`config.mk`:
```
export PLATFORM = sky130hd
export DESIGN_NAME = bus_addr_decode_flat
export DESIGN_NICKNAME = d
export VERILOG_FILES = /design/src/soc_map_pkg.sv /design/src/bus_pkg.sv /design/src/dev_bus_if.sv /design/src/bus_addr_decode.sv /design/src/flat_wrapper.sv
export VERILOG_INCLUDE_DIRS = /design/src
export SDC_FILE = /design/constraint.sdc
export NUM_CORES = 1
export LEC_CHECK = 0
export ABC_AREA = 0
export BUFFER_PORTS_ARGS = -buffer_cell sky130_fd_sc_hd__buf_4
export CAP_MARGIN = 0
export CORE_AREA = 4 4 109 111
export DETAILED_ROUTE_END_ITERATION = 6
export DIE_AREA = 0 0 113 115
export SLEW_MARGIN = 25
export SYNTH_ARGS = -nofsm -noshare
export SYNTH_HDL_FRONTEND = slang
export SYNTH_SLANG_ARGS = --single-unit
```
`constraint.sdc`:
```
create_clock -name clock -period 2.77 [get_ports clock]
set_input_delay 0.277 -clock clock [delete_from_list [all_inputs] [get_ports clock]]
set_output_delay 0.277 -clock clock [all_outputs]
set_load 0.03 [all_outputs]
```
`src/soc_params.svh`:
```
// Fixed map and widths; region sizes must be powers of two and regions must not overlap
`ifndef SOC_PARAMS_SVH
`define SOC_PARAMS_SVH

// Bus widths
`define SOC_ADDR_W      32
`define SOC_DATA_W      32
`define SOC_STRB_W      4

// Scratch RAM depth in words
`define SOC_RAM_WORDS   256

// ----------------------------------------
// Address map
// ----------------------------------------
`define SOC_RAM_BASE    32'h0000_0000
`define SOC_RAM_SIZE    32'h0000_0400

`define SOC_SYNC_BASE   32'h8004_0000
`define SOC_SYNC_SIZE   32'h0001_0000

`define SOC_APB_BASE    32'h8005_0000
`define SOC_APB_SIZE    32'h0001_0000

// APB accelerator register space
`define SOC_APB_ADDR_W  12

`endif
```
`src/soc_map_pkg.sv`:
```
// Address map types; a region matches when the offset from its base is below its size
`default_nettype none

`include "soc_params.svh"

package soc_map_pkg;

  // Targets reachable from the manager
  typedef enum logic [1:0] {
    TGT_RAM  = 2'd0,
    TGT_SYNC = 2'd1,
    TGT_APB  = 2'd2,
    TGT_NONE = 2'd3
  } target_e;

  typedef struct packed {
    logic [`SOC_ADDR_W-1:0] base;
    logic [`SOC_ADDR_W-1:0] size;
  } region_t;

  localparam region_t RAM_REGION  = '{base: `SOC_RAM_BASE,  size: `SOC_RAM_SIZE};
  localparam region_t SYNC_REGION = '{base: `SOC_SYNC_BASE, size: `SOC_SYNC_SIZE};
  localparam region_t APB_REGION  = '{base: `SOC_APB_BASE,  size: `SOC_APB_SIZE};

  // Unsigned wrap makes addresses below the base fail the compare
  function automatic logic in_region(logic [`SOC_ADDR_W-1:0] addr, region_t region);
    return (addr - region.base) < region.size;
  endfunction

endpackage

`default_nettype wire

```
`src/bus_pkg.sv`:
```
// Bus payload types; one word size for every target, APB state encoding shared with the testbench
`default_nettype none

`include "soc_params.svh"

package bus_pkg;

  typedef logic [`SOC_DATA_W-1:0] word_t;
  typedef logic [`SOC_ADDR_W-1:0] addr_t;
  typedef logic [`SOC_STRB_W-1:0] strobe_t;

  // APB bridge sequencing
  typedef enum logic [1:0] {
    APB_IDLE,
    APB_SETUP,
    APB_ACCESS
  } apb_state_e;

endpackage

`default_nettype wire

```
`src/dev_bus_if.sv`:
```
// One target link; requests are single-cycle pulses and responses are single-cycle pulses
`timescale 1ns/100ps
`default_nettype none

interface dev_bus_if;

  // Request side, from the decoder
  bus_pkg::addr_t   address;
  bus_pkg::word_t   write_data;
  bus_pkg::strobe_t write_strobe;
  logic             read_request;
  logic             write_request;

  // Response side, from the target
  bus_pkg::word_t   read_data;
  logic             read_response;
  logic             write_response;

  modport decoder (
    output address, write_data, write_strobe, read_request, write_request
  );

  modport target (
    input  address, write_data, write_strobe, read_request, write_request,
    output read_data, read_response, write_response
  );

  modport result (
    input read_data, read_response, write_response
  );

endinterface

`default_nettype wire

```
`src/bus_addr_decode.sv`:
```
// Expects at most one access in flight; unmapped requests are dropped here and answered by the mux
`timescale 1ns/100ps
`default_nettype none

module bus_addr_decode (
  input  logic                clock,
  input  logic                reset,
  input  bus_pkg::addr_t      mgr_address_i,
  input  bus_pkg::word_t      mgr_write_data_i,
  input  bus_pkg::strobe_t    mgr_write_strobe_i,
  input  logic                mgr_read_request_i,
  input  logic                mgr_write_request_i,
  dev_bus_if.decoder          ram_bus,
  dev_bus_if.decoder          sync_bus,
  dev_bus_if.decoder          apb_bus,
  output soc_map_pkg::target_e served_target_o,
  input  logic                busy_i
);

  soc_map_pkg::target_e hit_target;
  logic                 any_request;

  assign any_request = mgr_read_request_i || mgr_write_request_i;

  always_comb begin
    if (soc_map_pkg::in_region(mgr_address_i, soc_map_pkg::RAM_REGION)) begin
      hit_target = soc_map_pkg::TGT_RAM;
    end else if (soc_map_pkg::in_region(mgr_address_i, soc_map_pkg::SYNC_REGION)) begin
      hit_target = soc_map_pkg::TGT_SYNC;
    end else if (soc_map_pkg::in_region(mgr_address_i, soc_map_pkg::APB_REGION)) begin
      hit_target = soc_map_pkg::TGT_APB;
    end else begin
      hit_target = soc_map_pkg::TGT_NONE;
    end
  end

  // Payload goes to every target, only the matched one sees a request
  assign ram_bus.address       = mgr_address_i;
  assign ram_bus.write_data    = mgr_write_data_i;
  assign ram_bus.write_strobe  = mgr_write_strobe_i;
  assign ram_bus.read_request  = mgr_read_request_i && (hit_target == soc_map_pkg::TGT_RAM);
  assign ram_bus.write_request = mgr_write_request_i && (hit_target == soc_map_pkg::TGT_RAM);

  assign sync_bus.address       = mgr_address_i;
  assign sync_bus.write_data    = mgr_write_data_i;
  assign sync_bus.write_strobe  = mgr_write_strobe_i;
  assign sync_bus.read_request  = mgr_read_request_i && (hit_target == soc_map_pkg::TGT_SYNC);
  assign sync_bus.write_request = mgr_write_request_i && (hit_target == soc_map_pkg::TGT_SYNC);

  assign apb_bus.address       = mgr_address_i;
  assign apb_bus.write_data    = mgr_write_data_i;
  assign apb_bus.write_strobe  = mgr_write_strobe_i;
  assign apb_bus.read_request  = mgr_read_request_i && (hit_target == soc_map_pkg::TGT_APB);
  assign apb_bus.write_request = mgr_write_request_i && (hit_target == soc_map_pkg::TGT_APB);

  // Held until the next request so the mux follows the slow APB target too
  always_ff @(posedge clock or posedge reset) begin
    if (reset) begin
      served_target_o <= soc_map_pkg::TGT_NONE;
    end else if (any_request) begin
      served_target_o <= hit_target;
    end
  end

  // ----------------------------------------
  // Manager protocol checks
  // ----------------------------------------
  assert property (@(posedge clock) disable iff (reset) any_request |-> !busy_i)
    else $error("new request while an access is still in flight");

  assert property (@(posedge clock) disable iff (reset)
    !(mgr_read_request_i && mgr_write_request_i))
    else $error("read and write requested in the same cycle");

endmodule

`default_nettype wire

```
`src/flat_wrapper.sv`:
```
// flat-port wrapper written by rule: the top's interface ports become plain ports
module bus_addr_decode_flat 
  (clock, reset, mgr_address_i, mgr_write_data_i, mgr_write_strobe_i, mgr_read_request_i, mgr_write_request_i, served_target_o, busy_i, ram_bus_address, ram_bus_write_data, ram_bus_write_strobe, ram_bus_read_request, ram_bus_write_request, sync_bus_address, sync_bus_write_data, sync_bus_write_strobe, sync_bus_read_request, sync_bus_write_request, apb_bus_address, apb_bus_write_data, apb_bus_write_strobe, apb_bus_read_request, apb_bus_write_request);
  dev_bus_if ram_bus_i ();
  dev_bus_if sync_bus_i ();
  dev_bus_if apb_bus_i ();
  input  logic clock;
  input  logic reset;
  input  bus_pkg::addr_t mgr_address_i;
  input  bus_pkg::word_t mgr_write_data_i;
  input  bus_pkg::strobe_t mgr_write_strobe_i;
  input  logic mgr_read_request_i;
  input  logic mgr_write_request_i;
  output soc_map_pkg::target_e served_target_o;
  input  logic busy_i;
  output wire logic [$bits(ram_bus_i.address)-1:0] ram_bus_address;
  output wire logic [$bits(ram_bus_i.write_data)-1:0] ram_bus_write_data;
  output wire logic [$bits(ram_bus_i.write_strobe)-1:0] ram_bus_write_strobe;
  output wire logic [$bits(ram_bus_i.read_request)-1:0] ram_bus_read_request;
  output wire logic [$bits(ram_bus_i.write_request)-1:0] ram_bus_write_request;
  output wire logic [$bits(sync_bus_i.address)-1:0] sync_bus_address;
  output wire logic [$bits(sync_bus_i.write_data)-1:0] sync_bus_write_data;
  output wire logic [$bits(sync_bus_i.write_strobe)-1:0] sync_bus_write_strobe;
  output wire logic [$bits(sync_bus_i.read_request)-1:0] sync_bus_read_request;
  output wire logic [$bits(sync_bus_i.write_request)-1:0] sync_bus_write_request;
  output wire logic [$bits(apb_bus_i.address)-1:0] apb_bus_address;
  output wire logic [$bits(apb_bus_i.write_data)-1:0] apb_bus_write_data;
  output wire logic [$bits(apb_bus_i.write_strobe)-1:0] apb_bus_write_strobe;
  output wire logic [$bits(apb_bus_i.read_request)-1:0] apb_bus_read_request;
  output wire logic [$bits(apb_bus_i.write_request)-1:0] apb_bus_write_request;
  assign ram_bus_address = ram_bus_i.address;
  assign ram_bus_write_data = ram_bus_i.write_data;
  assign ram_bus_write_strobe = ram_bus_i.write_strobe;
  assign ram_bus_read_request = ram_bus_i.read_request;
  assign ram_bus_write_request = ram_bus_i.write_request;
  assign sync_bus_address = sync_bus_i.address;
  assign sync_bus_write_data = sync_bus_i.write_data;
  assign sync_bus_write_strobe = sync_bus_i.write_strobe;
  assign sync_bus_read_request = sync_bus_i.read_request;
  assign sync_bus_write_request = sync_bus_i.write_request;
  assign apb_bus_address = apb_bus_i.address;
  assign apb_bus_write_data = apb_bus_i.write_data;
  assign apb_bus_write_strobe = apb_bus_i.write_strobe;
  assign apb_bus_read_request = apb_bus_i.read_request;
  assign apb_bus_write_request = apb_bus_i.write_request;
  bus_addr_decode u_core (.clock(clock), .reset(reset), .mgr_address_i(mgr_address_i), .mgr_write_data_i(mgr_write_data_i), .mgr_write_strobe_i(mgr_write_strobe_i), .mgr_read_request_i(mgr_read_request_i), .mgr_write_request_i(mgr_write_request_i), .ram_bus(ram_bus_i), .sync_bus(sync_bus_i), .apb_bus(apb_bus_i), .served_target_o(served_target_o), .busy_i(busy_i));
endmodule
```
==> results.sh, run 1 <==
export IMPL_synth_area_um2=1880
export IMPL_wirelength_mm=3.86
export IMPL_max_slew_worst_pin_slew_ns=0.392
export IMPL_gp_congestion=0.677
export IMPL_period_needed_ns=2.74
export IMPL_synthAdderAreaFrac_pct=0
export IMPL_place_ws_ns=0.0559
export IMPL_core_um2=10800
export IMPL_status="complete, no violations"
export IMPL_grt_overflow=0
export IMPL_grt_first_pass_wirelength_mm=4.98
export IMPL_port_buffers=99
export IMPL_avgSynthCellArea_um2=7.41
export IMPL_drv_slew=0
export IMPL_drc=0
export IMPL_tritoncts="done"
export IMPL_fmax_mhz=365
export IMPL_crit_type="input pin to output port"
export IMPL_arrival_ns=2.46
export IMPL_grt_pass1_vias=910
export IMPL_first_pass_iters=6
export IMPL_power_leakage_uw=0.000614
export IMPL_reg_top3="u_core.served_target_o (2)"
export IMPL_nFillCells=1217
export IMPL_worstSkewPairLatency_ns=0.21
export IMPL_start_util_pct=17.4
export IMPL_path_clk_slew_ns=0.03
export IMPL_dieArea_um2=13000
export IMPL_powerDensity_nw_per_um2=304
export IMPL_track_usage_pct=4.88
export IMPL_peakVddDrop_v=0.000112
export IMPL_top_register="u_core.served_target_o"
export IMPL_worstPathRequired_ns=2.49
export IMPL_synth_xor_area_share_pct=0
export IMPL_cts_path_max_buffers=2
export IMPL_ant_nets=0
export IMPL_ys_ff_latch=2
export IMPL_synth_top_family_by_area="buffers and inverters"
export IMPL_nets=227
export IMPL_syn_num_nets=326
export IMPL_yosys_area_share_simple_pct=10.7
export IMPL_drive_gt1_share_pct=74.3
export IMPL_cp_endpoint="apb_bus_write_request"
export IMPL_synth_compound_area_share_pct=4.07
export IMPL_worstRegToRegCells=2
export IMPL_finalHoldViolations=0
export IMPL_synthMuxAreaShare_pct=0.534
export IMPL_synth_distinct_cells=25
export IMPL_ys_seq_area_share_pct=2.80
export IMPL_crit_path_start="mgr_address_i[20]"
export IMPL_syn_to_final_growth_pct=-28.8
export IMPL_synth_warnings=0
export IMPL_wl_per_cell_um=13.2
export IMPL_std_cell_rows=38
export IMPL_critPathMaxFanout=4
export IMPL_via_per_inst=3.17
export IMPL_vias=927
export IMPL_reg2reg_to="u_core.served_target_o[0]$_DFFE_PP1P_"
export IMPL_htree_levels=1
export IMPL_cp_end_kind="output port"
export IMPL_maxCapViolations=0
export IMPL_slew_headroom_pct=73.8
export IMPL_num_antenna_cells=0
export IMPL_finalInstanceArea_um2=1340
export IMPL_io_pin_count=285
export IMPL_min_period_over_period_pct=98.9
export IMPL_cts_setup_buffers=0
export IMPL_drt_iter0_drc=16
export IMPL_fin_ws_ns=0.0306
export IMPL_dp_final_hpwl_mm=3.28
export IMPL_clkSinkCount=2
export IMPL_mostFrequentLayoutCells="98 x buf_4, 6 x nor2_1, 5 x nand2_1, 5 x and2_1"
export IMPL_cts_root_buf="clkbuf_8"
export IMPL_r2r_start="u_core.served_target_o[0]$_DFFE_PP1P_"
export IMPL_postSynthCellCount=253
export IMPL_rrSetupSlack_ns=2.03
export IMPL_min_path_type="input pin to async pin"
export IMPL_antenna_found_initial=0
export IMPL_fp_dieH_um=115
export IMPL_die_w_um=113
export IMPL_grt_max_degree=10
export IMPL_cts_buffers=3
export IMPL_largest_reg_flops=2
export IMPL_setup_violations=0
export IMPL_postPlaceCellArea_um2=1270
export IMPL_crit_path_start_kind="input pin"
export IMPL_fin_skew_ns=0
export IMPL_final_common_cell="buf_4"
-- per-layer routing --
layer  global-route usage (%)  part of all wire [%]  wire length (um)  vias to the layer above
met5                        0                     0                 0                        -
met4                     4.89                   7.6               294                        0
met3                     1.58                    15               568                       44
met2                     8.29                    49              1900                       88
met1                     4.53                    28              1100                      402
li1                         -                     -                 -                      393
-- cell type report --
cell class	count	area (um^2)	area share, %
Timing Repair Buffer	100	758	56.7
Multi-Input combinational cell	46	305	22.8
Inverter	1	3.75	0.281
Tap cell	140	175	13.1
Clock buffer	3	41.3	3.09
Sequential cell	2	52.6	3.93
-- report_power, final --
group	internal, uW	switching, uW
sequential	32.3	0.985
combinational	95.5	164
clock	91.8	21.8
-- critical path: stages --
cell and delay [ns]:
buf_4 0.12, or4_4 0.53, or4b_4 0.50, or4_4 0.56, a21oi_4 0.18, and2_1 0.16, buf_6 0.13
-- cell families after synthesis --
group	count (synthesis)
buffers and inverters	205
and+or+nand+nor	34
AOI/OAI and AO/OA	11
DFF	2
muxes	1
-- through the flow --
stage	utilization [%]	total power, uW	hold WS, ns	instances	TNS (ns)
2_1_floorplan	-	604	0.189	253	0
3_3_place_gp	11.8	294	0.308	289	0
3_5_place_dp	11.8	296	0.314	289	0
4_1_cts	12.1	413	0.0924	292	0
5_1_grt	12.4	430	0.106	292	-0.0126
6_report	12.4	407	0.0925	292	0
-- worst min path at each step --
stage                      from                                     to
final                     reset  u_core.served_target_o[1]$_DFFE_PP1P_
after global routing      reset  u_core.served_target_o[1]$_DFFE_PP1P_
after CTS                 reset  u_core.served_target_o[1]$_DFFE_PP1P_
after detailed placement  reset  u_core.served_target_o[0]$_DFFE_PP1P_
after global placement    reset  u_core.served_target_o[1]$_DFFE_PP1P_
after floorplan           reset  u_core.served_target_o[0]$_DFFE_PP1P_
-- cell usage after synthesis --
cell type	number	area, um^2
or2_2	2	12.5
buf_4	204	1530
inv_1	1	3.75
a211oi_1	1	7.51
nand2b_1	1	6.26
nand2_1	5	18.8
or4b_4	1	13.8
and2_1	6	37.5
o21ai_0	1	5.00
nor4_1	4	25.0
a21oi_1	2	10.0
or4_4	2	22.5
a21oi_2	1	8.76
nor4bb_1	1	10.0
o2111ai_1	1	8.76
o21ai_1	1	5.00
nor2b_1	1	6.26
dfstp_2	2	52.6
o311ai_1	1	8.76
nor3_1	4	20.0
o31ai_1	2	15.0
o21a_1	1	7.51
nand4_1	1	6.26
mux2i_1	1	10.0
nor2_1	6	22.5
-- timing repair --
| action | 4_1_cts | 5_1_grt |
|---|---|---|
| resized for setup | 0 | 5 |
| setup endpoints to repair | 0 | 2 |
| hold buffers | 0 | 0 |
| endpoints found under the hold margin | 0 | 0 |
Power figures use the tool's default switching activity.
==> run 2, diff against run 1 <==
Settings changed: SETUP_SLACK_MARGIN from default to 0.5.
==> run 2 against run 1 <==
- clock power barely moved
- first-iteration DRC count rose by 25%
- power rose by 1.4%
- cell count rose by 0.68%
- sequential power barely moved
- global-route usage rose by 0.14 points
==> results.sh, run 2 (synthesized netlist as in run 1, its figures left out) <==
export IMPL_port_buffers=99
export IMPL_grt_first_pass_wirelength_mm=5.11
export IMPL_powerDensity_nw_per_um2=290
export IMPL_critPathMaxFanout=2
export IMPL_finalHoldViolations=0
export IMPL_die_w_um=113
export IMPL_slowest_delay_ns=0.55
export IMPL_nFillCells=1203
export IMPL_fin_skew_ns=0
export IMPL_cpMostUsedCell="or4_4"
export IMPL_path_clk_slew_ns=0.03
export IMPL_clkSinkCount=2
export IMPL_std_cell_rows=38
export IMPL_peakVddDrop_v=0.000107
export IMPL_io_pin_count=285
export IMPL_nets=229
export IMPL_gp_congestion=0.695
export IMPL_mostFrequentLayoutCells="94 x buf_4, 7 x buf_6, 6 x nor2_1, 5 x nand2_1, 5 x and2_4"
export IMPL_largest_reg_flops=2
export IMPL_postCtsHoldBufs=0
export IMPL_wirelength_mm=3.93
export IMPL_via_per_inst=3.21
export IMPL_path_buf_inv=2
export IMPL_tritoncts="done"
export IMPL_crit_path_cell_trace="buf_8, or4_4, or4b_4, or4_4, a21oi_4, and2_4, buf_6"
export IMPL_worstPathRequired_ns=2.49
export IMPL_final_common_cell="buf_4"
export IMPL_cp_end_kind="output port"
export IMPL_grt_pass1_vias=956
export IMPL_maxCapViolations=0
export IMPL_top_register="u_core.served_target_o"
export IMPL_slew_headroom_pct=76.6
export IMPL_htree_levels=1
export IMPL_fmax_mhz=377
export IMPL_first_pass_iters=4
export IMPL_drt_iter0_drc=20
export IMPL_power_leakage_uw=0.000667
export IMPL_critical_path_slowest_cell="or4_4"
export IMPL_max_slew_worst_pin_slew_ns=0.348
export IMPL_report_power_total_uw=412
export IMPL_dp_final_hpwl_mm=3.16
export IMPL_vias=943
export IMPL_num_antenna_cells=0
export IMPL_track_usage_pct=5.02
export IMPL_drive_gt1_share_pct=78.6
export IMPL_period_needed_ns=2.65
export IMPL_cts_root_buf="clkbuf_8"
export IMPL_syn_to_final_growth_pct=-24.3
export IMPL_rsz0062_at_grt="true"
export IMPL_cts_path_max_buffers=2
export IMPL_reg_top3="u_core.served_target_o (2)"
export IMPL_min_period_over_period_pct=95.6
export IMPL_cts_buffers=3
export IMPL_start_util_pct=17.4
export IMPL_tns_ns=0
export IMPL_grt_max_degree=10
export IMPL_core_um2=10800
export IMPL_status="complete, no violations"
export IMPL_setup_violations=0
export IMPL_antenna_found_initial=0
export IMPL_crit_family="simple AND/OR/NAND/NOR gates"
export IMPL_min_path_type="input pin to async pin"
export IMPL_worstSkewPairLatency_ns=0.21
export IMPL_drc=0
export IMPL_dieArea_um2=13000
export IMPL_wl_per_cell_um=13.4
export IMPL_arrival_ns=2.37
export IMPL_grt_overflow=0
export IMPL_fp_dieH_um=115
export IMPL_drv_slew=0
export IMPL_crit_type="input pin to output port"
export IMPL_ant_nets=0
export IMPL_crit_path_start_kind="input pin"
[run 2: changes by cell type in the layout (fill, tap and decap cells not counted)]
cell / previous run / this run
and2_4: 1 / 5
o311ai_2: 1 / 0
buf_4: 98 / 94
buf_6: 2 / 7
nor3_4: 0 / 2
and2_1: 5 / 1
buf_8: 0 / 1
o311ai_4: 0 / 1
nor3_1: 4 / 2
[run 2: where the power goes]
group	internal, uW	switching, uW	leakage (uW)
Combinational	98.3	168	0.000624
Sequential	32.3	1.04	0.0000211
Clock	91.7	20.5	0.0000216
[run 2: final cells by class]
| type | count | area, um^2 | area share [%] |
|---|---|---|---|
| clock buffer | 3 | 41.3 | 2.91 |
| inverter | 1 | 3.75 | 0.264 |
| multi-input combinational | 46 | 348 | 24.5 |
| sequential | 2 | 52.6 | 3.70 |
| tap | 140 | 175 | 12.3 |
| timing repair buffer | 102 | 800 | 56.3 |
[run 2: path summary, 6_finish.rpt]
kind,startpoint,endpoint,slack [ns],depth (start not counted)
setup / recovery,mgr_address_i[25],apb_bus_write_request,0.12,7
min in group clock,mgr_read_request_i,u_core.served_target_o[1]$_DFFE_PP1P_,0.40,4
max in group asynchronous,reset,u_core.served_target_o[0]$_DFFE_PP1P_,2.64,2
hold reg to reg,u_core.served_target_o[1]$_DFFE_PP1P_,u_core.served_target_o[1]$_DFFE_PP1P_,0.48,2
setup reg to reg,u_core.served_target_o[1]$_DFFE_PP1P_,u_core.served_target_o[1]$_DFFE_PP1P_,2.03,2
hold / removal,reset,u_core.served_target_o[1]$_DFFE_PP1P_,0.10,2
[run 2: per-stage QoR]
step / hold WS, ns / utilization [%] / setup slack, ns / instances / cell area (um^2)
2_1_floorplan: 0.189 / - / 0.328 / 253 / 1880
3_3_place_gp: 0.312 / 11.7 / 0.0470 / 288 / 1270
3_5_place_dp: 0.322 / 11.7 / 0.0399 / 288 / 1270
4_1_cts: 0.106 / 12.8 / 0.0524 / 293 / 1390
5_1_grt: 0.124 / 13.2 / 0.0794 / 294 / 1420
6_report: 0.105 / 13.2 / 0.121 / 294 / 1420
[run 2: worst reg2reg max path: stages, from the launching register on]
cell and delay, ns:
dfstp_2 0.52, nand2_1 0.05, o31ai_1 0.08
[run 2: layer usage]
metal / share of wire, % / GRT usage (%)
met5: 0 / 0
met2: 52 / 9.20
met4: 6.1 / 4.49
met3: 13 / 1.89
met1: 29 / 4.19
[run 2: what timing repair did]
action | CTS | global route
setup buffers | 2 | 1
pin swaps | 8 | 3
setup endpoints to repair | 6 | 6
gates resized for setup | 15 | 4
