**config.mk**
```make
export PLATFORM = sky130hd
export DESIGN_NAME = bus_response_mux_flat
export DESIGN_NICKNAME = d
export VERILOG_FILES = /design/src/soc_map_pkg.sv /design/src/bus_pkg.sv /design/src/dev_bus_if.sv /design/src/bus_response_mux.sv /design/src/flat_wrapper.sv
export VERILOG_INCLUDE_DIRS = /design/src
export SDC_FILE = /design/constraint.sdc
export NUM_CORES = 1
export LEC_CHECK = 0
export BUFFER_PORTS_ARGS = -buffer_cell sky130_fd_sc_hd__buf_2
export CORE_MARGIN = 8
export CORE_UTILIZATION = 28
export CTS_BUF_LIST = sky130_fd_sc_hd__clkbuf_8
export CTS_CLUSTER_DIAMETER = 150
export DETAILED_ROUTE_END_ITERATION = 8
export PLACE_DENSITY = 0.86
export RECOVER_POWER = 100
export SLEW_MARGIN = 5
export SYNTH_ARGS = -nofsm -noshare
export SYNTH_HDL_FRONTEND = slang
export SYNTH_SLANG_ARGS = --single-unit
```
**constraint.sdc**
```tcl
create_clock -name clock -period 1.2 [get_ports clock]
set_input_delay 0 -clock clock [delete_from_list [all_inputs] [get_ports clock]]
set_output_delay 0 -clock clock [all_outputs]
set_load 0.1 [all_outputs]
```
**src/soc_params.svh**
```systemverilog
// Fixed map and widths; region sizes must be powers of two and regions must not overlap
`ifndef SOC_PARAMS_SVH
`define SOC_PARAMS_SVH

// Bus widths
`define SOC_ADDR_W      32
`define SOC_DATA_W      32
`define SOC_STRB_W      4

// Scratch RAM depth in words
`define SOC_RAM_WORDS   256

// ----------------------------------------
// Address map
// ----------------------------------------
`define SOC_RAM_BASE    32'h0000_0000
`define SOC_RAM_SIZE    32'h0000_0400

`define SOC_SYNC_BASE   32'h8004_0000
`define SOC_SYNC_SIZE   32'h0001_0000

`define SOC_APB_BASE    32'h8005_0000
`define SOC_APB_SIZE    32'h0001_0000

// APB accelerator register space
`define SOC_APB_ADDR_W  12

`endif
```
**src/soc_map_pkg.sv**
```systemverilog
// Address map types; a region matches when the offset from its base is below its size
`default_nettype none

`include "soc_params.svh"

package soc_map_pkg;

  // Targets reachable from the manager
  typedef enum logic [1:0] {
    TGT_RAM  = 2'd0,
    TGT_SYNC = 2'd1,
    TGT_APB  = 2'd2,
    TGT_NONE = 2'd3
  } target_e;

  typedef struct packed {
    logic [`SOC_ADDR_W-1:0] base;
    logic [`SOC_ADDR_W-1:0] size;
  } region_t;

  localparam region_t RAM_REGION  = '{base: `SOC_RAM_BASE,  size: `SOC_RAM_SIZE};
  localparam region_t SYNC_REGION = '{base: `SOC_SYNC_BASE, size: `SOC_SYNC_SIZE};
  localparam region_t APB_REGION  = '{base: `SOC_APB_BASE,  size: `SOC_APB_SIZE};

  // Unsigned wrap makes addresses below the base fail the compare
  function automatic logic in_region(logic [`SOC_ADDR_W-1:0] addr, region_t region);
    return (addr - region.base) < region.size;
  endfunction

endpackage

`default_nettype wire

```
**src/bus_pkg.sv**
```systemverilog
// Bus payload types; one word size for every target, APB state encoding shared with the testbench
`default_nettype none

`include "soc_params.svh"

package bus_pkg;

  typedef logic [`SOC_DATA_W-1:0] word_t;
  typedef logic [`SOC_ADDR_W-1:0] addr_t;
  typedef logic [`SOC_STRB_W-1:0] strobe_t;

  // APB bridge sequencing
  typedef enum logic [1:0] {
    APB_IDLE,
    APB_SETUP,
    APB_ACCESS
  } apb_state_e;

endpackage

`default_nettype wire

```
**src/dev_bus_if.sv**
```systemverilog
// One target link; requests are single-cycle pulses and responses are single-cycle pulses
`timescale 1ns/100ps
`default_nettype none

interface dev_bus_if;

  // Request side, from the decoder
  bus_pkg::addr_t   address;
  bus_pkg::word_t   write_data;
  bus_pkg::strobe_t write_strobe;
  logic             read_request;
  logic             write_request;

  // Response side, from the target
  bus_pkg::word_t   read_data;
  logic             read_response;
  logic             write_response;

  modport decoder (
    output address, write_data, write_strobe, read_request, write_request
  );

  modport target (
    input  address, write_data, write_strobe, read_request, write_request,
    output read_data, read_response, write_response
  );

  modport result (
    input read_data, read_response, write_response
  );

endinterface

`default_nettype wire

```
**src/bus_response_mux.sv**
```systemverilog
// Follows the target registered by the decoder; unmapped accesses answer one cycle later with zero
`timescale 1ns/100ps
`default_nettype none

module bus_response_mux (
  input  logic                 clock,
  input  logic                 reset,
  dev_bus_if.result            ram_bus,
  dev_bus_if.result            sync_bus,
  dev_bus_if.result            apb_bus,
  input  soc_map_pkg::target_e served_target_i,
  input  logic                 mgr_read_request_i,
  input  logic                 mgr_write_request_i,
  output bus_pkg::word_t       mgr_read_data_o,
  output logic                 mgr_read_response_o,
  output logic                 mgr_write_response_o,
  output logic                 busy_o
);

  logic read_request_q;
  logic write_request_q;

  // Last-cycle requests, used only when nothing was hit
  always_ff @(posedge clock or posedge reset) begin
    if (reset) begin
      read_request_q  <= 1'b0;
      write_request_q <= 1'b0;
      busy_o          <= 1'b0;
    end else begin
      read_request_q  <= mgr_read_request_i;
      write_request_q <= mgr_write_request_i;
      if (mgr_read_request_i || mgr_write_request_i) begin
        busy_o <= 1'b1;
      end else if (mgr_read_response_o || mgr_write_response_o) begin
        busy_o <= 1'b0;
      end
    end
  end

  always_comb begin
    case (served_target_i)
      soc_map_pkg::TGT_RAM: begin
        mgr_read_data_o      = ram_bus.read_data;
        mgr_read_response_o  = ram_bus.read_response;
        mgr_write_response_o = ram_bus.write_response;
      end
      soc_map_pkg::TGT_SYNC: begin
        mgr_read_data_o      = sync_bus.read_data;
        mgr_read_response_o  = sync_bus.read_response;
        mgr_write_response_o = sync_bus.write_response;
      end
      soc_map_pkg::TGT_APB: begin
        mgr_read_data_o      = apb_bus.read_data;
        mgr_read_response_o  = apb_bus.read_response;
        mgr_write_response_o = apb_bus.write_response;
      end
      default: begin
        mgr_read_data_o      = '0;
        mgr_read_response_o  = read_request_q;
        mgr_write_response_o = write_request_q;
      end
    endcase
  end

endmodule

`default_nettype wire

```
**src/flat_wrapper.sv**
```systemverilog
// flat-port wrapper written by rule: the top's interface ports become plain ports
module bus_response_mux_flat 
  (clock, reset, served_target_i, mgr_read_request_i, mgr_write_request_i, mgr_read_data_o, mgr_read_response_o, mgr_write_response_o, busy_o, ram_bus_read_data, ram_bus_read_response, ram_bus_write_response, sync_bus_read_data, sync_bus_read_response, sync_bus_write_response, apb_bus_read_data, apb_bus_read_response, apb_bus_write_response);
  dev_bus_if ram_bus_i ();
  dev_bus_if sync_bus_i ();
  dev_bus_if apb_bus_i ();
  input  logic clock;
  input  logic reset;
  input  soc_map_pkg::target_e served_target_i;
  input  logic mgr_read_request_i;
  input  logic mgr_write_request_i;
  output bus_pkg::word_t mgr_read_data_o;
  output logic mgr_read_response_o;
  output logic mgr_write_response_o;
  output logic busy_o;
  input wire logic [$bits(ram_bus_i.read_data)-1:0] ram_bus_read_data;
  input wire logic [$bits(ram_bus_i.read_response)-1:0] ram_bus_read_response;
  input wire logic [$bits(ram_bus_i.write_response)-1:0] ram_bus_write_response;
  input wire logic [$bits(sync_bus_i.read_data)-1:0] sync_bus_read_data;
  input wire logic [$bits(sync_bus_i.read_response)-1:0] sync_bus_read_response;
  input wire logic [$bits(sync_bus_i.write_response)-1:0] sync_bus_write_response;
  input wire logic [$bits(apb_bus_i.read_data)-1:0] apb_bus_read_data;
  input wire logic [$bits(apb_bus_i.read_response)-1:0] apb_bus_read_response;
  input wire logic [$bits(apb_bus_i.write_response)-1:0] apb_bus_write_response;
  assign ram_bus_i.read_data = ram_bus_read_data;
  assign ram_bus_i.read_response = ram_bus_read_response;
  assign ram_bus_i.write_response = ram_bus_write_response;
  assign sync_bus_i.read_data = sync_bus_read_data;
  assign sync_bus_i.read_response = sync_bus_read_response;
  assign sync_bus_i.write_response = sync_bus_write_response;
  assign apb_bus_i.read_data = apb_bus_read_data;
  assign apb_bus_i.read_response = apb_bus_read_response;
  assign apb_bus_i.write_response = apb_bus_write_response;
  bus_response_mux u_core (.clock(clock), .reset(reset), .ram_bus(ram_bus_i), .sync_bus(sync_bus_i), .apb_bus(apb_bus_i), .served_target_i(served_target_i), .mgr_read_request_i(mgr_read_request_i), .mgr_write_request_i(mgr_write_request_i), .mgr_read_data_o(mgr_read_data_o), .mgr_read_response_o(mgr_read_response_o), .mgr_write_response_o(mgr_write_response_o), .busy_o(busy_o));
endmodule
```
==> metrics, run 1 <==
status=complete, but fails checks; failing checks=setup timing; post-route setup slack=-139 ps; placed cell area=about 2400 µm²; Yosys warning total=0; endpoint class of the critical path=primary output; Routed Antenna Nets=0; Die W=70.4 µm; critical path data required time=between 1000 and 1500 ps; hold slack=approximately 230 ps; FP Rows=19; Max Cap Viol=0; Synth async-reset ratio=1.00; Layout Cells excl Fill=296; Clock Sinks=3; vias per cell=5.38; number of flops mapped to enable cells by yosys=0; Max VDD drop=981 µV; cell with the most instances after synthesis=mux2i_1; CTS tree=yes; vias=1,593; leak pwr=0.00120 µW; worst hold path type=input pin to asynchronous set/reset pin; Synth Register Bits=3; CTS H-tree lvls=1; Synth area leader=mux2i_1; CTS Buffer Depth=2; Main synth FF type=dfrtp_1; Final Hold Vio Count=0; slowest CP cell=mux4_2; top cell type's share of synthesized area=0.422; Reg clk slew, reported paths=40 ps; first-pass GRT wire length=9470 µm; # DRC=0; Worst Setup Slack post-DPL=69.8 ps; post-synthesis sequential area ratio=0.0905; post-synthesis instance area=approximately 830 µm²; Slew headroom=0.636; Final Power=2200 µW; vias in the first global route=roughly 1,800; Post-Route WL=~6300 µm; Final Critical Period=1340 ps; Post-Synthesis Cells=122; Final nets=374; CTS root buf=clkbuf_8; Setup CP Type=register to primary output; Die Footprint=4960 µm²; RSZ-0062 raised after global routing=true; Starting Density=0.298; Final period util=1.12; CP max FO=2; largest net degree at the start of global routing=19; Max Fclk=roughly 750 MHz; Setup crit start kind=register; Bufs and invs on worst path=1; Post-DP HPWL=4840 µm; fraction of layout instances using a drive strength above 1=0.694; Least-Margin Pin Slew=549 ps; area grow syn2layout=190%; Port Buf Inserts=142; cell chain of the critical path=mux4_2, buf_8; core area=about 2800 µm²; Placed Cells=289; Yosys cell types=13; Die H=around 70 µm; TritonCTS Buffers=3; IO Pins=143; synth top area cells=mux2i_1 42%, o21ai_1 20%, nand2_1 14%, dfrtp_1 9.0%, buf_2 4.8%; Iter 0 DRT Violations=82; Routed WL per cell=21.4 µm; ANT cells=0; Post-Route Skew=2.47 ps; RD Place Congestion=0.743; First-pass DRT Iterations=4; CP arrival=1340 ps; Finished Cell Area=~2400 µm²; Post-Syn Nets=230; Clk Latency, worst-skew pair=220 ps; Tot GR Track Use=0.234; initial antenna violation count=0; gr ovfl total=0; endpoints failing setup=2; Power Density=approximately 910 nW/µm²; family with the most delay on the worst path=multiplexers; top cells by count, synth=35 x mux2i_1, 33 x o21ai_1, 32 x nand2_1; syn_area_per_cell=between 6 and 7 µm²; Crit path largest cell delay=530 ps; max-slew violation count=0
state kept, by name (all words and copies together), names as in the netlist:
name and count:
u_core.read_request_q 1, u_core.write_request_q 1, u_core.busy_o 1
final timing paths:
path | from | end | slack [ps] | depth (start not counted)
min reg2reg | u_core.read_request_q | u_core.busy_o | 800 | 2
max | u_core.read_request_q | mgr_read_response_o | -140 | 2
max in group asynchronous | reset | u_core.busy_o | 800 | 3
min in group clock | sync_bus_read_response | u_core.busy_o | 300 | 3
min | reset | u_core.read_request_q | 230 | 3
max reg2reg | u_core.read_request_q | u_core.busy_o | 10 | 2
stage by stage:
step | TNS, ps | utilization
floorplan | -378 | -
global placement | 0 | 0.876
detailed placement | 0 | 0.876
CTS | -81.9 | 0.906
global route | -422 | 0.866
finish | -151 | 0.866
per-layer routing:
layer,vias up,part of all wire,GRT usage,wire [µm]
met5,-,0,0,0
met1,741,0.34,0.214,2130
met3,18,0.10,0.102,636
met2,116,0.53,0.445,3360
met4,0,0.033,0.0804,208
li1,718,-,-,-
where the power goes:
group          switching [µW]  leakage [µW]  internal [µW]
Clock                    80.9     0.0000269            219
Combinational            1160       0.00114            626
Sequential               3.91     0.0000327            108
tightest hold or removal path, cell delays in order:
cell and delay, ps:
dlygate4sd3_1 550, buf_2 130, inv_1 120
cell families after synthesis:
family                 after synthesis  share of synthesized area
AO/OA/AOI/OAI                       34                      0.208
buffers and inverters               13                     0.0799
flip-flops                           3                     0.0905
multiplexers                        36                      0.449
AND/OR/NAND/NOR                     36                      0.172
final cells by class:
class                   count  area (µm²)
repair buffers            151        1220
multi-input cells         106        1030
fillers                   148         373
flip-flops and latches      3        76.3
clock buffers               3        41.3
well taps                  31        38.8
clock inverters             1        3.75
inverters                   1        3.75
layout by cell type, fill, tap and decap left out, types with 2 or more instances in the layout:
cell	instances
clkbuf_8	3
inv_1	2
buf_6	8
nand2_1	32
clkbuf_2	2
clkbuf_1	2
o21ai_1	2
buf_2	105
dfrtp_1	2
o21ai_4	29
mux2i_1	34
buf_4	3
buf_8	6
buf_12	22
o21ai_2	2
dlygate4sd3_1	3
repair_timing:
action | 4_1_cts | 5_1_grt
pin swaps | 0 | 0
endpoints found under the hold margin | 5 | 0
endpoints found under the setup margin | 1 | 3
hold buffers | 3 | 0
gates resized for setup | 2 | 2
setup buffers | 0 | 0
Note: power is estimated with default switching activity, not from simulation.
==> inputs of run 2 (changes only) <==
ABC_AREA = 1   (was not set)
PLACE_DENSITY = 0.85   (was 0.86)
==> metrics, run 2 <==
max-slew violation count=0; Clock power frac=0.159; Main synth FF type=dfrtp_1; endpoint class of the critical path=primary output; critical path data required time=1200 ps; Setup crit start=u_core.write_request_q; Final nets=422; post-synthesis sequential area ratio=0.0881; worst hold path type=input pin to register; Slew headroom=0.641; synth top area cells=nand3_1 60%, nand2_1 16%, dfrtp_1 8.8%, buf_2 4.1%, clkbuf_1 2.6%; R2R setup slack=310 ps; TritonCTS Buffers=3; vias=approximately 1,900; Clock Sinks=3; Setup crit start kind=register; post-synthesis instance area=852 µm²; Die H=a little over 70 µm; Synth area leader=nand3_1; Reg clk slew, reported paths=30 ps; area grow syn2layout=135%; First-pass DRT Iterations=5; worst reg2reg path depth=4; top cells by count, synth=102 x nand3_1, 37 x nand2_1, 7 x buf_2; Post-Route Skew=around 1.8 ps; leak pwr=0.00121 µW; FP Rows=20; Hold Startpoint=ram_bus_read_response; Die Footprint=about 5100 µm²; IO Pins=143; fraction of layout instances using a drive strength above 1=0.597; Sw Share=0.617; cell-internal power=745 µW; RD Place Congestion=between 0.8 and 0.9; syn_area_per_cell=approximately 5 µm²; core area=approximately 3000 µm²; Tot GR Track Use=0.227; Routed WL per cell=17.9 µm; endpoints failing setup=0; Synth async-reset ratio=1.00; Placed Cells=between 300 and 400; Reg power frac=0.057; Comb pwr share=0.784; Max Fclk=863 MHz; Least-Margin Pin Slew=541 ps; commonest non-fill, non-tap cell in the layout=buf_2; Setup CP Type=register to primary output; RSZ-0062 raised after global routing=false; Iter 0 DRT Violations=97; Final Critical Period=1160 ps; Max VDD drop=939 µV; Synth Register Bits=3; final setup TNS=0 ps; CP Capture Point=mgr_write_response_o; ANT cells=0; first-pass GRT wire length=~9400 µm; CP max FO=2; Routed Antenna Nets=0; CTS root buf=clkbuf_8; Yosys warning total=0; Post-CTS Setup Inserts=0; status=finished clean; largest net degree at the start of global routing=18; Final Hold Vio Count=0; number of flops mapped to enable cells by yosys=0; biggest regs=u_core.busy_o (1), u_core.read_request_q (1), u_core.write_request_q (1); most frequent cells in the layout=105 x buf_2, 72 x nand3_1, 36 x nand2_1, 31 x buf_4, 30 x nand3_2; CTS Buffer Depth=2; CP arrival=1160 ps; Die W=71.2 µm; r2r endpoint=u_core.busy_o; Post-Synthesis Cells=171; # DRC=0; CTS H-tree lvls=1; vias in the first global route=around 2,000; Starting Density=0.286; worst r2r src=u_core.write_request_q; cell with the most instances after synthesis=nand3_1; Port Buf Inserts=142; Max Cap Viol=0; CTS tree=yes; Post-Syn Nets=roughly 280; Yosys cell types=13; top cell type's share of synthesized area=0.599; Clk Latency, worst-skew pair=230 ps; gr ovfl total=0; initial antenna violation count=0; vias per cell=5.47; P_sw=roughly 1200 µW; Layout Cells excl Fill=346; Post-Route WL=6200 µm; Final period util=0.965; Post-DP HPWL=4980 µm; Power Density=between 900 and 1000 nW/µm²
==> run 2: metrics by stage <==
step	instance area, µm²	hold slack, ps	worst slack [ps]	util	total power (µW)
6_report	2000	183	41.7	0.673	1940
5_1_grt	2000	200	24.3	0.673	2010
4_1_cts	2370	187	6.43	0.795	2210
3_5_place_dp	2290	-125	105	0.768	1890
3_3_place_gp	2290	-137	193	0.768	1860
2_1_floorplan	1000	-246	13.6	-	1150
==> run 2: kinds of logic (layout without fill, tap and decap cells) <==
family | Yosys count | after routing | share of synthesized area
buf+inv | 23 | 165 | 0.116
simple gates | 144 | 144 | 0.790
flops | 3 | 3 | 0.0881
compound gates | 1 | 1 | 0.00587
==> run 2: how the worst min path moves through the flow <==
stage                              to  slack [ps]  cells past startpoint
2_1_floorplan           u_core.busy_o        -250                      1
3_3_place_gp            u_core.busy_o        -140                      2
3_5_place_dp   u_core.write_request_q        -120                      2
4_1_cts        u_core.write_request_q         190                      3
5_1_grt                 u_core.busy_o         200                      6
6_report                u_core.busy_o         180                      6
==> run 2: what timing repair did <==
item	CTS	global route
endpoints found under the hold margin	6	0
setup endpoints to repair	1	1
hold buffers	3	0
gates resized for setup	1	1
==> run 2: cell type report <==
class / count / area, µm²
repair buffers: 155 / 986
fillers: 254 / 975
multi-input cells: 145 / 833
flip-flops and latches: 3 / 75.1
clock buffers: 3 / 41.3
well taps: 33 / 41.3
inverters: 6 / 22.5
clock inverters: 1 / 3.75
==> run 2: worst max-delay path, stage by stage (launching register included) <==
cell and delay (ps):
dfrtp_1 360, or2_4 260, nand2_2 80, inv_1 50, buf_6 180
==> run 2: routing by layer <==
layer | track usage | share of wire | wire [µm]
met1 | 0.204 | 0.33 | 2020
met2 | 0.430 | 0.52 | 3240
met3 | 0.110 | 0.13 | 784
met4 | 0.0716 | 0.025 | 154
met5 | 0 | 0 | 0
==> run 2: power groups by stage <==
stage	clock, µW	combinational [µW]	sequential [µW]
after global routing	318	1580	110
final	309	1520	110
after floorplan	0	1020	127
after CTS	303	1800	110
after detailed placement	0	1780	111
after global placement	0	1750	110
==> inputs of run 3 (changes only) <==
GPL_TIMING_DRIVEN = 0   (was not set)
clock period = 1.1 ns   (was 1.2 ns; I/O delays follow)
==> metrics, run 3 (synthesis gave the netlist of run 2 again) <==
GR peak layer=met2; fraction of layout instances using a drive strength above 1=0.636; # DRC=0; CTS Buffer Depth=2; status=complete, but fails checks; area grow syn2layout=150%; Post-Route WL=5660 µm; Setup CP Type=register to primary output; Placed Cells=~350; Tot GR Track Use=0.215; first-pass GRT wire length=9090 µm; vias in the first global route=approximately 1,900; Iter 0 DRT Violations=113; Slew headroom=0.637; met1 Usage GRT=0.208; FP Rows=20; RSZ-0062 raised after global routing=true; Final period util=1.04; Clk Latency, worst-skew pair=220 ps; max-slew violation count=0; First-pass DRT Iterations=4; largest net degree at the start of global routing=11; Final Hold Vio Count=0; IO Pins=roughly 140; Starting Density=0.286; ANT cells=0; RD Place Congestion=0.800; Setup crit start kind=register; vias per cell=5.26; post-route setup slack=-44.3 ps; worst hold path type=input pin to asynchronous set/reset pin; critical path data required time=1100 ps; Post-DP HPWL=between 4000 and 5000 µm; CP max FO=2; Die H=71.2 µm; leak pwr=0.00126 µW; worst r2r src=u_core.write_request_q; Setup crit start=u_core.write_request_q; Routed WL per cell=approximately 16 µm; endpoints failing setup=2; Die W=71.2 µm; Final nets=430; Port Buf Inserts=141; vias=1,862; endpoint class of the critical path=primary output; Reg clk slew, reported paths=30 ps; Routed Antenna Nets=0; CP arrival=1140 ps; Final Critical Period=around 1100 ps; Fillers=approximately 240; Max Cap Viol=0; Post-Route Skew=2.69 ps; Clock Sinks=3; TritonCTS Buffers=3; Final Power=2150 µW; failing checks=setup timing; Least-Margin Pin Slew=546 ps; GRT met2 Usage=0.407; GR Util met3=0.0989; core area=2980 µm²; CTS tree=yes; commonest non-fill, non-tap cell in the layout=buf_2; Power Density=approximately 1000 nW/µm²; CTS root buf=clkbuf_8; gr ovfl total=0; initial antenna violation count=0; Die Footprint=5060 µm²; Layout Cells excl Fill=354; Max VDD drop=~900 µV; most frequent cells in the layout=110 x buf_2, 70 x nand3_1, 36 x nand2_1, 32 x nand3_2, 29 x buf_6; CTS H-tree lvls=1; Util after Layout=0.714; biggest regs=u_core.busy_o (1), u_core.read_request_q (1), u_core.write_request_q (1); Max Fclk=874 MHz
run 3: cell types whose count changed in the layout (fill, tap and decap cells not counted), sizes merged:
cell / change
clkbuf: +5
clkinvlp: +2
inv: -2
buf: +3
run 3: worst max-delay path, cell delays in order, from the launching register on:
cell and delay [ps]:
dfrtp_1 350, or2_4 240, nand2_4 70, clkinvlp_4 100, buf_12 170
run 3: per-stage QoR:
step	setup slack (ps)	hold WS [ps]	cell area [µm²]	setup TNS [ps]
after CTS	-45.2	193	2090	-75.4
after global routing	-75.8	218	2130	-161
final	-44.3	208	2130	-49.6
after detailed placement	-274	-136	1770	-7010
after global placement	-259	-137	1770	-6910
after floorplan	24.9	-246	1030	0
run 3: cell type report:
class | instances | area (µm²) | share of cell area
inverter | 6 | 30.0 | 0.0141
clock buffer | 3 | 41.3 | 0.0194
timing repair buffer | 146 | 971 | 0.456
sequential | 3 | 76.3 | 0.0359
tap | 33 | 41.3 | 0.0194
multi-input combinational | 145 | 863 | 0.406
buffer | 17 | 100 | 0.0471
clock inverter | 1 | 3.75 | 0.00176
run 3: per-layer routing:
| metal | up-vias | routed length [µm] |
|---|---|---|
| met2 | 95 | 3090 |
| li1 | 894 | - |
| met1 | 867 | 1840 |
| met4 | 0 | 53 |
| met3 | 6 | 681 |
| met5 | - | 0 |
run 3: final timing paths:
| kind | endpoint | slack [ps] | cells past startpoint |
|---|---|---|---|
| min in group clock | u_core.busy_o | 350 | 7 |
| hold reg to reg | u_core.busy_o | 550 | 2 |
| max in group asynchronous | u_core.busy_o | 750 | 3 |
| hold / removal | u_core.read_request_q | 210 | 3 |
| setup / recovery | mgr_write_response_o | -40 | 4 |
| setup reg to reg | u_core.busy_o | 130 | 5 |
run 3: what timing repair did:
action,in CTS,in global routing
endpoints found under the hold margin,6,0
setup endpoints to repair,32,34
gates resized for setup,79,14
pin swaps,2,2
buffers inserted,1,1
hold buffers,3,0
run 3: power breakdown:
part | total [µW] | internal (µW) | switching, µW
Clock | 310 | 238 | 72.2
Combinational | 1720 | 507 | 1210
Sequential | 121 | 118 | 2.95
Total | 2150 | 862 | 1290
